## src/design/i2c_cfg.svh

```systemverilog
// FIFO depth and I2C bit timing macros

`ifndef I2C_CFG_SVH
`define I2C_CFG_SVH

// sda clock cycles per quarter of one SCL bit period
// Kept small so that simulation runs quickly
`define I2C_QUARTER_CYCLES 4

// Symbol FIFO entries, enough for the 7 symbols of a register read
`define I2C_FIFO_DEPTH 8

`endif

```

## src/design/i2c_pkg.sv

```systemverilog
// Bus symbol kind, bus symbol and register command types

package i2c_pkg;

   // Bus symbols passed from the sequencer to the bit engine
   typedef enum logic [1:0]
   {
      SYM_START   = 2'd0,
      SYM_STOP    = 2'd1,
      // Send a byte and expect ACK from the target
      SYM_TX_BYTE = 2'd2,
      // Receive a byte and answer with NACK
      SYM_RX_BYTE = 2'd3
   } sym_kind_t;

   // Byte is don't care for START, STOP and RX
   typedef struct packed
   {
      sym_kind_t  kind;
      logic [7:0] data;
   } sym_t;

   // One register access
   typedef struct packed
   {
      logic       read;
      logic [6:0] dev;
      logic [7:0] reg_addr;
      logic [7:0] wdata;
   } cmd_t;

endpackage

```

## src/design/i2c_sym_if.sv

```systemverilog
// Bus symbol interface with sequencer, FIFO and bit engine modports

`timescale 1ns/1ps

interface i2c_sym_if;

   // One write strobe per symbol
   logic          push;
   i2c_pkg::sym_t wr_sym;

   // FIFO head is visible while not empty
   logic          pop;
   i2c_pkg::sym_t rd_sym;
   logic          empty;

   modport seq (output push, output wr_sym);

   modport fifo (input push, input wr_sym, input pop, output rd_sym, output empty);

   modport engine (input rd_sym, input empty, output pop);

endinterface

```

## src/design/i2c_bit_engine.sv

```systemverilog
// I2C bit engine driving SCL and data, sampling ACK and read bits

`timescale 1ns/1ps

`include "i2c_cfg.svh"

module i2c_bit_engine
(
   input  logic      sda,
   input  logic      arst_n,
   i2c_sym_if.engine sym,
   input  logic      data_in,
   output logic      scl,
   output logic      data_low,
   output logic      done,
   output logic [7:0] rdata,
   output logic      nack
);

   localparam int Q  = `I2C_QUARTER_CYCLES;
   localparam int DW = $clog2(Q + 1);

   typedef enum logic [2:0]
   {
      ST_IDLE,
      ST_START,
      ST_STOP,
      ST_TX,
      ST_RX
   } state_t;

   state_t        state;
   logic [DW-1:0] div;
   logic [1:0]    quarter;
   logic [3:0]    bit_cnt;
   logic [7:0]    shreg;
   logic          nack_acc;
   logic          tick;
   logic          last_q;
   logic          take;
   logic          scl_nxt;
   logic          dl_nxt;

   assign tick = (state != ST_IDLE) && (div == DW'(Q - 1));

   // START and STOP end after one bit time, bytes after the ACK bit
   assign last_q = tick && (quarter == 2'd3) &&
                   ((state == ST_START) || (state == ST_STOP) || (bit_cnt == 4'd8));

   // Next symbol is taken straight after the current one without an idle gap
   assign take     = !sym.empty && ((state == ST_IDLE) || last_q);
   assign sym.pop  = take;

   always_ff @(posedge sda or negedge arst_n)
   begin
      if (!arst_n)
      begin
         state    <= ST_IDLE;
         div      <= '0;
         quarter  <= 2'd0;
         bit_cnt  <= 4'd0;
         shreg    <= 8'h00;
         nack_acc <= 1'b0;
         done     <= 1'b0;
         rdata    <= 8'h00;
         nack     <= 1'b0;
      end
      else
      begin
         done <= 1'b0;

         // Sample at the end of the second SCL high quarter
         if (tick && (quarter == 2'd2))
         begin
            if ((state == ST_TX) && (bit_cnt == 4'd8) && data_in)
            begin
               nack_acc <= 1'b1;
            end
            if ((state == ST_RX) && (bit_cnt < 4'd8))
            begin
               shreg <= {shreg[6:0], data_in};
            end
         end

         // Next TX bit moves to the top after the SCL low quarter
         if (tick && (quarter == 2'd3) && (state == ST_TX) && (bit_cnt < 4'd8))
         begin
            shreg <= {shreg[6:0], 1'b0};
         end

         if (last_q)
         begin
            if (state == ST_RX)
            begin
               rdata <= shreg;
            end
            if (state == ST_STOP)
            begin
               done     <= 1'b1;
               nack     <= nack_acc;
               nack_acc <= 1'b0;
            end
         end

         if (take)
         begin
            case (sym.rd_sym.kind)
               i2c_pkg::SYM_START:   state <= ST_START;
               i2c_pkg::SYM_STOP:    state <= ST_STOP;
               i2c_pkg::SYM_TX_BYTE: state <= ST_TX;
               default:              state <= ST_RX;
            endcase
            shreg   <= sym.rd_sym.data;
            div     <= '0;
            quarter <= 2'd0;
            bit_cnt <= 4'd0;
         end
         else if (last_q)
         begin
            state <= ST_IDLE;
         end
         else if (state != ST_IDLE)
         begin
            if (tick)
            begin
               div     <= '0;
               quarter <= quarter + 2'd1;
               if (quarter == 2'd3)
               begin
                  bit_cnt <= bit_cnt + 4'd1;
               end
            end
            else
            begin
               div <= div + 1'b1;
            end
         end
      end
   end

   // Line levels for the current quarter
   // Idle holds the last levels
   always_comb
   begin
      scl_nxt = scl;
      dl_nxt  = data_low;
      case (state)
         ST_START:
         begin
            scl_nxt = (quarter == 2'd1) || (quarter == 2'd2);
            dl_nxt  = (quarter >= 2'd2);
         end
         ST_STOP:
         begin
            scl_nxt = (quarter != 2'd0);
            dl_nxt  = (quarter <= 2'd1);
         end
         ST_TX:
         begin
            scl_nxt = (quarter == 2'd1) || (quarter == 2'd2);
            // ACK bit is released for the target
            dl_nxt  = (bit_cnt < 4'd8) && !shreg[7];
         end
         ST_RX:
         begin
            // Released for all 8 bits and for the master NACK
            scl_nxt = (quarter == 2'd1) || (quarter == 2'd2);
            dl_nxt  = 1'b0;
         end
         default:
         begin
            scl_nxt = scl;
            dl_nxt  = data_low;
         end
      endcase
   end

   // Registered so SCL and data are glitch free on the bus
   always_ff @(posedge sda or negedge arst_n)
   begin
      if (!arst_n)
      begin
         scl      <= 1'b1;
         data_low <= 1'b0;
      end
      else
      begin
         scl      <= scl_nxt;
         data_low <= dl_nxt;
      end
   end

   // Data may only move with SCL high to form START or STOP
   a_data_stable_scl_high: assert property (@(posedge sda) disable iff (!arst_n)
      ($changed(data_low) && $past(scl) && scl) |->
         ($past(state) inside {ST_START, ST_STOP}))
      else $error("data line changed while SCL high");

endmodule

```

## src/design/i2c_cmd_seq.sv

```systemverilog
// Command sequencer that expands a register command into bus symbols

`timescale 1ns/1ps

`include "i2c_cfg.svh"

module i2c_cmd_seq
(
   input  logic          sda,
   input  logic          arst_n,
   input  logic          cmd_valid,
   input  i2c_pkg::cmd_t cmd,
   input  logic          done,
   output logic          busy,
   i2c_sym_if.seq        sym
);

   i2c_pkg::cmd_t cmd_q;
   logic          pushing;
   logic [2:0]    idx;
   logic [2:0]    last_idx;
   logic          accept;

   assign accept = cmd_valid && !busy;

   // Write ends with STOP at index 4, read at index 6
   assign last_idx = cmd_q.read ? 3'd6 : 3'd4;

   always_ff @(posedge sda)
   begin
      if (accept)
      begin
         cmd_q <= cmd;
      end
   end

   always_ff @(posedge sda or negedge arst_n)
   begin
      if (!arst_n)
      begin
         busy    <= 1'b0;
         pushing <= 1'b0;
         idx     <= 3'd0;
      end
      else if (accept)
      begin
         busy    <= 1'b1;
         pushing <= 1'b1;
         idx     <= 3'd0;
      end
      else
      begin
         if (pushing)
         begin
            if (idx == last_idx)
            begin
               pushing <= 1'b0;
            end
            idx <= idx + 3'd1;
         end
         // Held until the engine reports the end of STOP
         if (done)
         begin
            busy <= 1'b0;
         end
      end
   end

   assign sym.push = pushing;

   always_comb
   begin
      sym.wr_sym.kind = i2c_pkg::SYM_STOP;
      sym.wr_sym.data = 8'h00;
      case (idx)
         3'd0:
         begin
            sym.wr_sym.kind = i2c_pkg::SYM_START;
         end
         3'd1:
         begin
            sym.wr_sym.kind = i2c_pkg::SYM_TX_BYTE;
            sym.wr_sym.data = {cmd_q.dev, 1'b0};
         end
         3'd2:
         begin
            sym.wr_sym.kind = i2c_pkg::SYM_TX_BYTE;
            sym.wr_sym.data = cmd_q.reg_addr;
         end
         3'd3:
         begin
            // Repeated START for a read, data byte for a write
            if (cmd_q.read)
            begin
               sym.wr_sym.kind = i2c_pkg::SYM_START;
            end
            else
            begin
               sym.wr_sym.kind = i2c_pkg::SYM_TX_BYTE;
               sym.wr_sym.data = cmd_q.wdata;
            end
         end
         3'd4:
         begin
            if (cmd_q.read)
            begin
               sym.wr_sym.kind = i2c_pkg::SYM_TX_BYTE;
               sym.wr_sym.data = {cmd_q.dev, 1'b1};
            end
         end
         3'd5:
         begin
            sym.wr_sym.kind = i2c_pkg::SYM_RX_BYTE;
         end
         default:
         begin
            sym.wr_sym.kind = i2c_pkg::SYM_STOP;
         end
      endcase
   end

   // A new command must wait until the previous one has completed
   a_no_cmd_while_busy: assert property (@(posedge sda) disable iff (!arst_n)
      busy |-> !cmd_valid)
      else $error("cmd_valid asserted while busy");

   // The whole command must fit in the FIFO even if the engine pops nothing
   a_cmd_fits_fifo: assert property (@(posedge sda) disable iff (!arst_n)
      sym.push |-> (int'(idx) < `I2C_FIFO_DEPTH))
      else $error("command longer than symbol FIFO");

endmodule

```

## src/design/i2c_master.sv

```systemverilog
// I2C master top level joining sequencer, symbol FIFO and bit engine

`timescale 1ns/1ps

module i2c_master
(
   input  logic       sda,
   input  logic       arst_n,
   input  logic       cmd_valid,
   input  logic       cmd_read,
   input  logic [6:0] cmd_dev,
   input  logic [7:0] cmd_reg,
   input  logic [7:0] cmd_wdata,
   output logic       busy,
   output logic       done,
   output logic [7:0] rdata,
   output logic       nack,
   output logic       scl,
   output logic       data_low,
   input  logic       data_in
);

   i2c_pkg::cmd_t cmd;

   i2c_sym_if sym_bus ();

   always_comb
   begin
      cmd.read     = cmd_read;
      cmd.dev      = cmd_dev;
      cmd.reg_addr = cmd_reg;
      cmd.wdata    = cmd_wdata;
   end

   i2c_cmd_seq i_cmd_seq
   (
      .sda       (sda),
      .arst_n    (arst_n),
      .cmd_valid (cmd_valid),
      .cmd       (cmd),
      .done      (done),
      .busy      (busy),
      .sym       (sym_bus.seq)
   );

   i2c_sym_fifo i_sym_fifo
   (
      .sda    (sda),
      .arst_n (arst_n),
      .q      (sym_bus.fifo)
   );

   i2c_bit_engine i_bit_engine
   (
      .sda      (sda),
      .arst_n   (arst_n),
      .sym      (sym_bus.engine),
      .data_in  (data_in),
      .scl      (scl),
      .data_low (data_low),
      .done     (done),
      .rdata    (rdata),
      .nack     (nack)
   );

endmodule

```

## src/design/i2c_sym_fifo.sv

```systemverilog
// Synchronous FIFO for bus symbols

`timescale 1ns/1ps

`include "i2c_cfg.svh"

module i2c_sym_fifo
(
   input  logic    sda,
   input  logic    arst_n,
   i2c_sym_if.fifo q
);

   localparam int DEPTH = `I2C_FIFO_DEPTH;
   localparam int AW    = $clog2(DEPTH);
   localparam int CW    = $clog2(DEPTH + 1);

   i2c_pkg::sym_t mem [DEPTH];
   logic [AW-1:0] wr_ptr;
   logic [AW-1:0] rd_ptr;
   logic [CW-1:0] count;
   logic          do_pop;
   logic          full;

   assign q.empty  = (count == '0);
   assign full     = (count == CW'(DEPTH));
   assign do_pop   = q.pop && !q.empty;
   assign q.rd_sym = mem[rd_ptr];

   always_ff @(posedge sda)
   begin
      if (q.push)
      begin
         mem[wr_ptr] <= q.wr_sym;
      end
   end

   always_ff @(posedge sda or negedge arst_n)
   begin
      if (!arst_n)
      begin
         wr_ptr <= '0;
         rd_ptr <= '0;
         count  <= '0;
      end
      else
      begin
         if (q.push)
         begin
            wr_ptr <= (wr_ptr == AW'(DEPTH - 1)) ? '0 : wr_ptr + 1'b1;
         end
         if (do_pop)
         begin
            rd_ptr <= (rd_ptr == AW'(DEPTH - 1)) ? '0 : rd_ptr + 1'b1;
         end
         case ({q.push, do_pop})
            2'b10:   count <= count + 1'b1;
            2'b01:   count <= count - 1'b1;
            default: count <= count;
         endcase
      end
   end

   a_no_push_full: assert property (@(posedge sda) disable iff (!arst_n)
      q.push |-> !full)
      else $error("push into full symbol FIFO");

   a_no_pop_empty: assert property (@(posedge sda) disable iff (!arst_n)
      q.pop |-> !q.empty)
      else $error("pop from empty symbol FIFO");

endmodule

```

## config.mk

```make
export PLATFORM = sky130hd
export DESIGN_NAME = i2c_master
export DESIGN_NICKNAME = d
export VERILOG_FILES = /design/src/design/i2c_pkg.sv /design/src/design/i2c_sym_if.sv /design/src/design/i2c_bit_engine.sv /design/src/design/i2c_cmd_seq.sv /design/src/design/i2c_master.sv /design/src/design/i2c_sym_fifo.sv
export VERILOG_INCLUDE_DIRS = /design/src /design/src/design
export SDC_FILE = /design/constraint.sdc
export NUM_CORES = 1
export LEC_CHECK = 0
export ABC_AREA = 0
export BUFFER_PORTS_ARGS = -buffer_cell sky130_fd_sc_hd__buf_2
export CAP_MARGIN = 20
export CORE_ASPECT_RATIO = 0.75
export CORE_MARGIN = 2
export CORE_UTILIZATION = 35
export CTS_BUF_LIST = sky130_fd_sc_hd__clkbuf_4 sky130_fd_sc_hd__clkbuf_8 sky130_fd_sc_hd__clkbuf_16
export CTS_CLUSTER_DIAMETER = 200
export CTS_CLUSTER_SIZE = 30
export DETAILED_ROUTE_END_ITERATION = 6
export HOLD_SLACK_MARGIN = 0.02
export PLACE_DENSITY = 0.57
export SYNTH_ARGS = -nofsm -noshare
export SYNTH_HDL_FRONTEND = slang
export SYNTH_SLANG_ARGS = --single-unit
```

## constraint.sdc

```tcl
create_clock -name sda -period 3.2 [get_ports sda]
set_input_delay 0.96 -clock sda [delete_from_list [all_inputs] [get_ports sda]]
set_output_delay 0.96 -clock sda [all_outputs]
set_load 0.005 [all_outputs]
```

### Word level (Yosys, flattened, before mapping)

Memories as Yosys holds them, arrays and structs flattened.
Cells that the tools add are included.

* $add $sub $neg: 8
* magnitude comparators: 3
* equality and inequality tests: 22
* muxes and demuxes: 46
* reduce and logical (&&, ||, !) cells: 45

Operator list (count)
* two-way mux 8 bit: 5
* case mux 8 bit (4 select lines): 1
* two-way mux 3 bit: 10
* two-way mux 4 bit: 5
* nonzero test 2 bit: 9
* == test 3 x 2 -> 1 bit (second input constant): 5
* == test 3 bit (second input constant): 5
* logical AND 1 bit: 13
* two-way mux 1 bit: 13
* adder 3 x 1 -> 3 bit (second input constant): 4
* two-way mux 2 bit: 6
* two-way mux 10 bit: 1
* case mux 2 bit (5 select lines): 1
* case mux 3 bit (3 select lines): 1
* nonzero test 3 bit: 3
* adder 4 x 1 -> 4 bit (second input constant): 2
* == test 2 bit (second input constant): 4
* case mux 4 bit (2 select lines): 1
* AND reduction 2 bit: 4
* == test 2 x 1 -> 1 bit (second input constant): 3
* == test 3 x 1 -> 1 bit (second input constant): 2
* logical NOT 3 bit: 2
* == test 4 bit (second input constant): 1
* logical NOT 4 bit: 1
* 17 further kinds: 22

* register bits after elaboration: 72
* bits in writable memories: 80
* bits of input ports: 28
* output and inout bits: 13
* memories: 1

Memories
* i_sym_fifo.mem: depth 8, bits a word 10, read ports 1, clocked after Yosys merged registers in 0, wr ports 1, RTL line i2c_sym_fifo.sv:18 `i2c_pkg::sym_t mem [DEPTH];`

### Logic depth before layout (Yosys ltp)

* depth after elaboration: 9
* mapped depth: 13
* mapped depth without buffers: 12

### Cells and area by module

A second synthesis with hierarchy kept.

* cells, all modules: 437
* area, all modules: 6754.0 µm²

Modules (own cells, without submodules)
* i2c_sym_fifo: instances 1, cells each 182, area an instance 3746.1 µm², seq. area each 2652.5 µm²
* i2c_bit_engine: instances 1, cells each 176, area an instance 1810.5 µm², seq. area each 827.0 µm²
* i2c_cmd_seq: instances 1, cells each 79, area an instance 1197.4 µm², seq. area each 845.8 µm²

### Worst setup path before layout

OpenSTA, ideal clock, no wires.

* path kind: register -> register
* from: reg i_bit_engine.quarter[1]
* to: reg i_sym_fifo.count[3]
* library setup time: 0.125 ns
* arrival time: 2.614 ns
* data required time: 3.075 ns
* path slack: 0.461 ns
* stages on the path, launching flop included: 13
* cell sequence: dfrtp_1 -> ha_1 -> nand3b_4 -> a211o_1 -> a21oi_4 -> buf_4 -> ha_1 -> ha_1 -> a21o_1 -> a21oi_1 -> xnor2_1 -> nor2_1 -> xor2_1

* cells in the longest elaborated chain, start to end: 8
* elaborated cells on any way between the ends: 10

Ends and longest elaborated chain
* start: declaration: RTL line i2c_bit_engine.sv:34 `logic [1:0] quarter;`
* start signal: assignment: RTL line i2c_bit_engine.sv:127 `quarter <= quarter + 2'd1;`
* == test 2 bit (*): RTL line i2c_bit_engine.sv:47 `assign last_q = tick && (quarter == 2'd3) &&`
* logical AND 1 bit (*) (2 in a row): RTL line i2c_bit_engine.sv:47
* logical OR 1 bit (*): RTL line i2c_bit_engine.sv:51 `assign take = !sym.empty && ((state == ST_IDLE) || last_q);`
* logical AND 1 bit (*): RTL line i2c_bit_engine.sv:51
* logical AND 1 bit (*): RTL line i2c_sym_fifo.sv:27 `assign do_pop = q.pop && !q.empty;`
* == test 2 x 1 -> 1 bit / == test 2 bit (equally long branches): RTL line i2c_sym_fifo.sv:56 `case ({q.push, do_pop})`
* case mux 4 bit (2 select lines) / nonzero test 2 bit (equally long branches)
* end signal: assignment: RTL line i2c_sym_fifo.sv:57 `2'b10: count <= count + 1'b1;`
* end signal: assignment: RTL line i2c_sym_fifo.sv:58 `2'b01: count <= count - 1'b1;`
* end signal: assignment: RTL line i2c_sym_fifo.sv:59 `default: count <= count;`
* end: declaration: RTL line i2c_sym_fifo.sv:21 `logic [CW-1:0] count;`

Every way passes the cells marked *; elsewhere a longest branch is shown, timed or not.
A chain may end at the register's enable or synchronous reset.

### Final worst setup path

* from: reg i_bit_engine.quarter[0]
* to: reg i_sym_fifo.count[3]

Same word-level chain as after synthesis.

==> flow_summary.json <==
{
  "cts_tree": "yes",
  "drt_iter0_markers": 195,
  "power_density_nw_per_um2": 852,
  "gp_congestion": 0.757,
  "synth_area_leaders": "edfxtp_1 49%, dfrtp_1 18%, mux4_2 7.0%, ha_1 3.9%, inv_1 1.8%",
  "cts_htree_levels": 4,
  "cts_resized": 0,
  "clock-skew-final_ps": 11.0,
  "clock_latency_ps": 430,
  "reg2reg_to": "i_sym_fifo.count[3]",
  "arrival_ps": 2890,
  "reg2reg_from": "i_bit_engine.quarter[0]",
  "overflow": 0,
  "antenna_found_initial": 0,
  "port_buffers": 40,
  "max_freq_mhz": 388,
  "tightest_slew_ps": 880,
  "period_share": 0.805,
  "chipHeight_um": 121,
  "grt_start_max_net_pins": 31,
  "met3_usage": 0.0424,
  "cellLeakagePower_uw": 0.00298,
  "fill_cells": 1612,
  "hold_class": "flop to flop",
  "post_dp_cell_area_um2": 6950,
  "drv_slew": 0,
  "drc": 0,
  "hold_ws_ps": 442,
  "seq_area_frac_synth": 0.673,
  "cp-end-kind": "flop",
  "core_area_um2": 17800,
  "path_class": "flop to flop",
  "fin_crit_ps": 2580,
  "nNetsFinal": 518,
  "avgSynthCellArea_um2": 15.6,
  "yosysTopAreaCell": "edfxtp_1",
  "syn-cell-area_um2": 6420,
  "rows": 42,
  "hold_viol_final": 0,
  "status": "finished, final reports clean",
  "synth_top_area_frac": 0.486,
  "cts_buffer_depth": 2,
  "synth-async-reset-ratio": 0.316,
  "grtUsageMet2": 0.220,
  "num_io_pins": 41,
  "synth_ff_type": "edfxtp_1",
  "setup_viol": 0,
  "syn-num-nets": 462,
  "grt_pass1_wl_mm": 19.8,
  "viasPerCell": 4.92,
  "rr_worst_depth": 11,
  "drive_gt1_frac": 0.263,
  "holdPathEnd": "i_cmd_seq.busy",
  "cts_setup_buffers": 0,
  "relSlewSlack": 0.411,
  "final_area_um2": 7540,
  "hold_start": "i_bit_engine.done",
  "insertedDiodeCount": 0,
  "antenna_left": 0,
  "r2r_slack_ps": 620,
  "wirelength_mm": 12.2,
  "dieArea_um2": 19500,
  "cap_viol_max_count": 0,
  "syn_inst": 413,
  "ir_drop_uv": 408,
  "areaGrowthSynthToFinish_pct": 17.3,
  "cts-root-buf": "clkbuf_16",
  "initial_core_util": 0.361,
  "setup.worst_path.start_class": "flop",
  "hold_buffers": 0,
  "grt_pass1_vias": 3742,
  "fin_tns_setup_ps": 0,
  "crit_fanout": 5,
  "first_pass_iters": 4,
  "dp.final_hpwl_mm": 8.12,
  "clk_pin_slew_worst_paths_ps": 60,
  "use_met1": 0.177,
  "wire_per_inst_um": 16.9,
  "die_width_um": 160,
  "ys_types": 57,
  "grt_busiest_layer": "met2",
  "ys_seq_elements": 152,
  "cts_buffers": 17,
  "clock_sinks": 152,
  "synth_edf_count": 104,
  "hold-path-cell-count": 1,
  "track_usage": 0.137,
  "grt_setup_unrepaired": "false",
  "ys_warn_count": 0,
  "cp.required_ps": 3510,
  "num_vias": 3565
}
==> layer usage <==
layer  wire, µm  share of wire  vias to the layer above
met5          0              0                        -
met2       5830           0.48                       67
met3        558          0.046                       12
met1       5710           0.47                     1798
met4        133          0.011                        0
li1           -              -                     1688
==> worst max-delay path, stage by stage, from the launching register on <==
cell      delay (ps)
dfrtp_1          410
ha_1             270
nand3b_4         110
a211o_1          380
a21oi_4          170
ha_1             200
ha_1             240
a21o_1           180
a21oi_1          170
xnor2_1          130
nor2_1            60
xor2_1           140
==> cell type report <==
class                           instances  area [µm²]  share of cell area
Clock buffer                           18         433              0.0574
Clock inverter                         14         151              0.0201
Inverter                               30         113              0.0149
Multi-Input combinational cell        213        1900               0.252
Sequential cell                       152        4330               0.574
Tap cell                              242         303              0.0402
Timing Repair Buffer                   55         313              0.0415
==> Yosys cell counts, types with 3 or more instances <==
cell type / instances
a21o_1: 3
a21oi_1: 4
a221oi_1: 5
a221oi_2: 3
a222oi_1: 7
and3b_1: 3
buf_2: 7
clkbuf_1: 8
dfrtp_1: 47
edfxtp_1: 104
ha_1: 20
inv_1: 30
mux2_2: 8
mux2i_1: 10
mux4_2: 20
nand2_1: 23
nand2b_1: 3
nand3_1: 5
nand4_1: 3
nor2_1: 23
nor2b_1: 3
nor3_1: 12
o21ai_0: 15
o31ai_1: 3
xnor2_1: 6
xor2_1: 3
==> placed cells by master, fill, tap and decap left out, types with 2 or more instances in the layout <==
| cell type | count |
|---|---|
| o31ai_1 | 3 |
| inv_1 | 30 |
| inv_6 | 4 |
| buf_2 | 40 |
| nor3_1 | 12 |
| o21ai_0 | 15 |
| ha_1 | 20 |
| nor2_1 | 23 |
| a221oi_1 | 5 |
| a21o_1 | 3 |
| clkinv_4 | 2 |
| mux4_2 | 20 |
| a221oi_2 | 3 |
| nand4_1 | 3 |
| edfxtp_1 | 104 |
| xnor2_1 | 6 |
| a222oi_1 | 7 |
| dfrtp_1 | 47 |
| nand3_1 | 5 |
| nand2_1 | 23 |
| buf_4 | 15 |
| mux2i_1 | 10 |
| a211oi_1 | 2 |
| clkbuf_16 | 17 |
| nor4b_1 | 2 |
| a22oi_1 | 2 |
| mux2_2 | 8 |
| xor2_1 | 3 |
| and3b_1 | 3 |
| a21oi_1 | 4 |
| nor2b_1 | 2 |
| a22o_1 | 2 |
| nand2b_1 | 3 |
| inv_8 | 5 |
==> through the flow <==
step                setup slack (ps)  std cells  total power, µW  utilization
CTS                              610        724             6500        0.423
finish                           623        724             6420        0.423
global placement                 676        692             4430        0.390
floorplan                        461        413             4040            -
global route                     439        724             6810        0.423
detailed placement               616        692             4510        0.390
==> flip-flops by register name (all words and copies together) (netlist names) <==
name and cells:
i_sym_fifo.mem 80, i_cmd_seq.cmd_q 24, i_bit_engine.rdata 8, i_bit_engine.shreg 8, i_bit_engine.bit_cnt 4, i_sym_fifo.count 4, i_bit_engine.div 3, i_bit_engine.state 3
i_cmd_seq.idx 3, i_sym_fifo.rd_ptr 3, i_sym_fifo.wr_ptr 3, i_bit_engine.quarter 2, i_bit_engine.data_low 1, i_bit_engine.done 1, i_bit_engine.nack 1, i_bit_engine.nack_acc 1
i_bit_engine.scl 1, i_cmd_seq.busy 1, i_cmd_seq.sym.push 1
==> report_power, final <==
group          internal (µW)  switching, µW
Clock                   1110            865
Combinational            763            878
Sequential              2490            306
Total                   4370           2050
==> worst max-delay path by stage <==
stage	start	end	slack (ps)	depth (start not counted)
global route	i_bit_engine.quarter[0]	i_sym_fifo.count[3]	440	11
detailed placement	i_bit_engine.quarter[0]	i_sym_fifo.count[3]	620	11
CTS	i_bit_engine.quarter[0]	i_sym_fifo.count[3]	610	11
floorplan	i_bit_engine.quarter[1]	i_sym_fifo.count[3]	460	12
global placement	i_bit_engine.quarter[0]	i_sym_fifo.count[3]	680	11
finish	i_bit_engine.quarter[0]	i_sym_fifo.count[3]	620	11
==> cell families (layout without fill, tap and decap cells) <==
family,count (synthesis),in the layout,share of synthesized area
buffers and inverters,48,117,0.0314
AND/OR/NAND/NOR,83,83,0.0651
flip-flops,152,152,0.673
multiplexers,38,38,0.0997
AO/OA/AOI/OAI,61,61,0.0744
XOR/XNOR,9,9,0.0123
adder cells (fa/ha/maj),22,22,0.0436
Note: power is estimated with default switching activity, not from simulation.
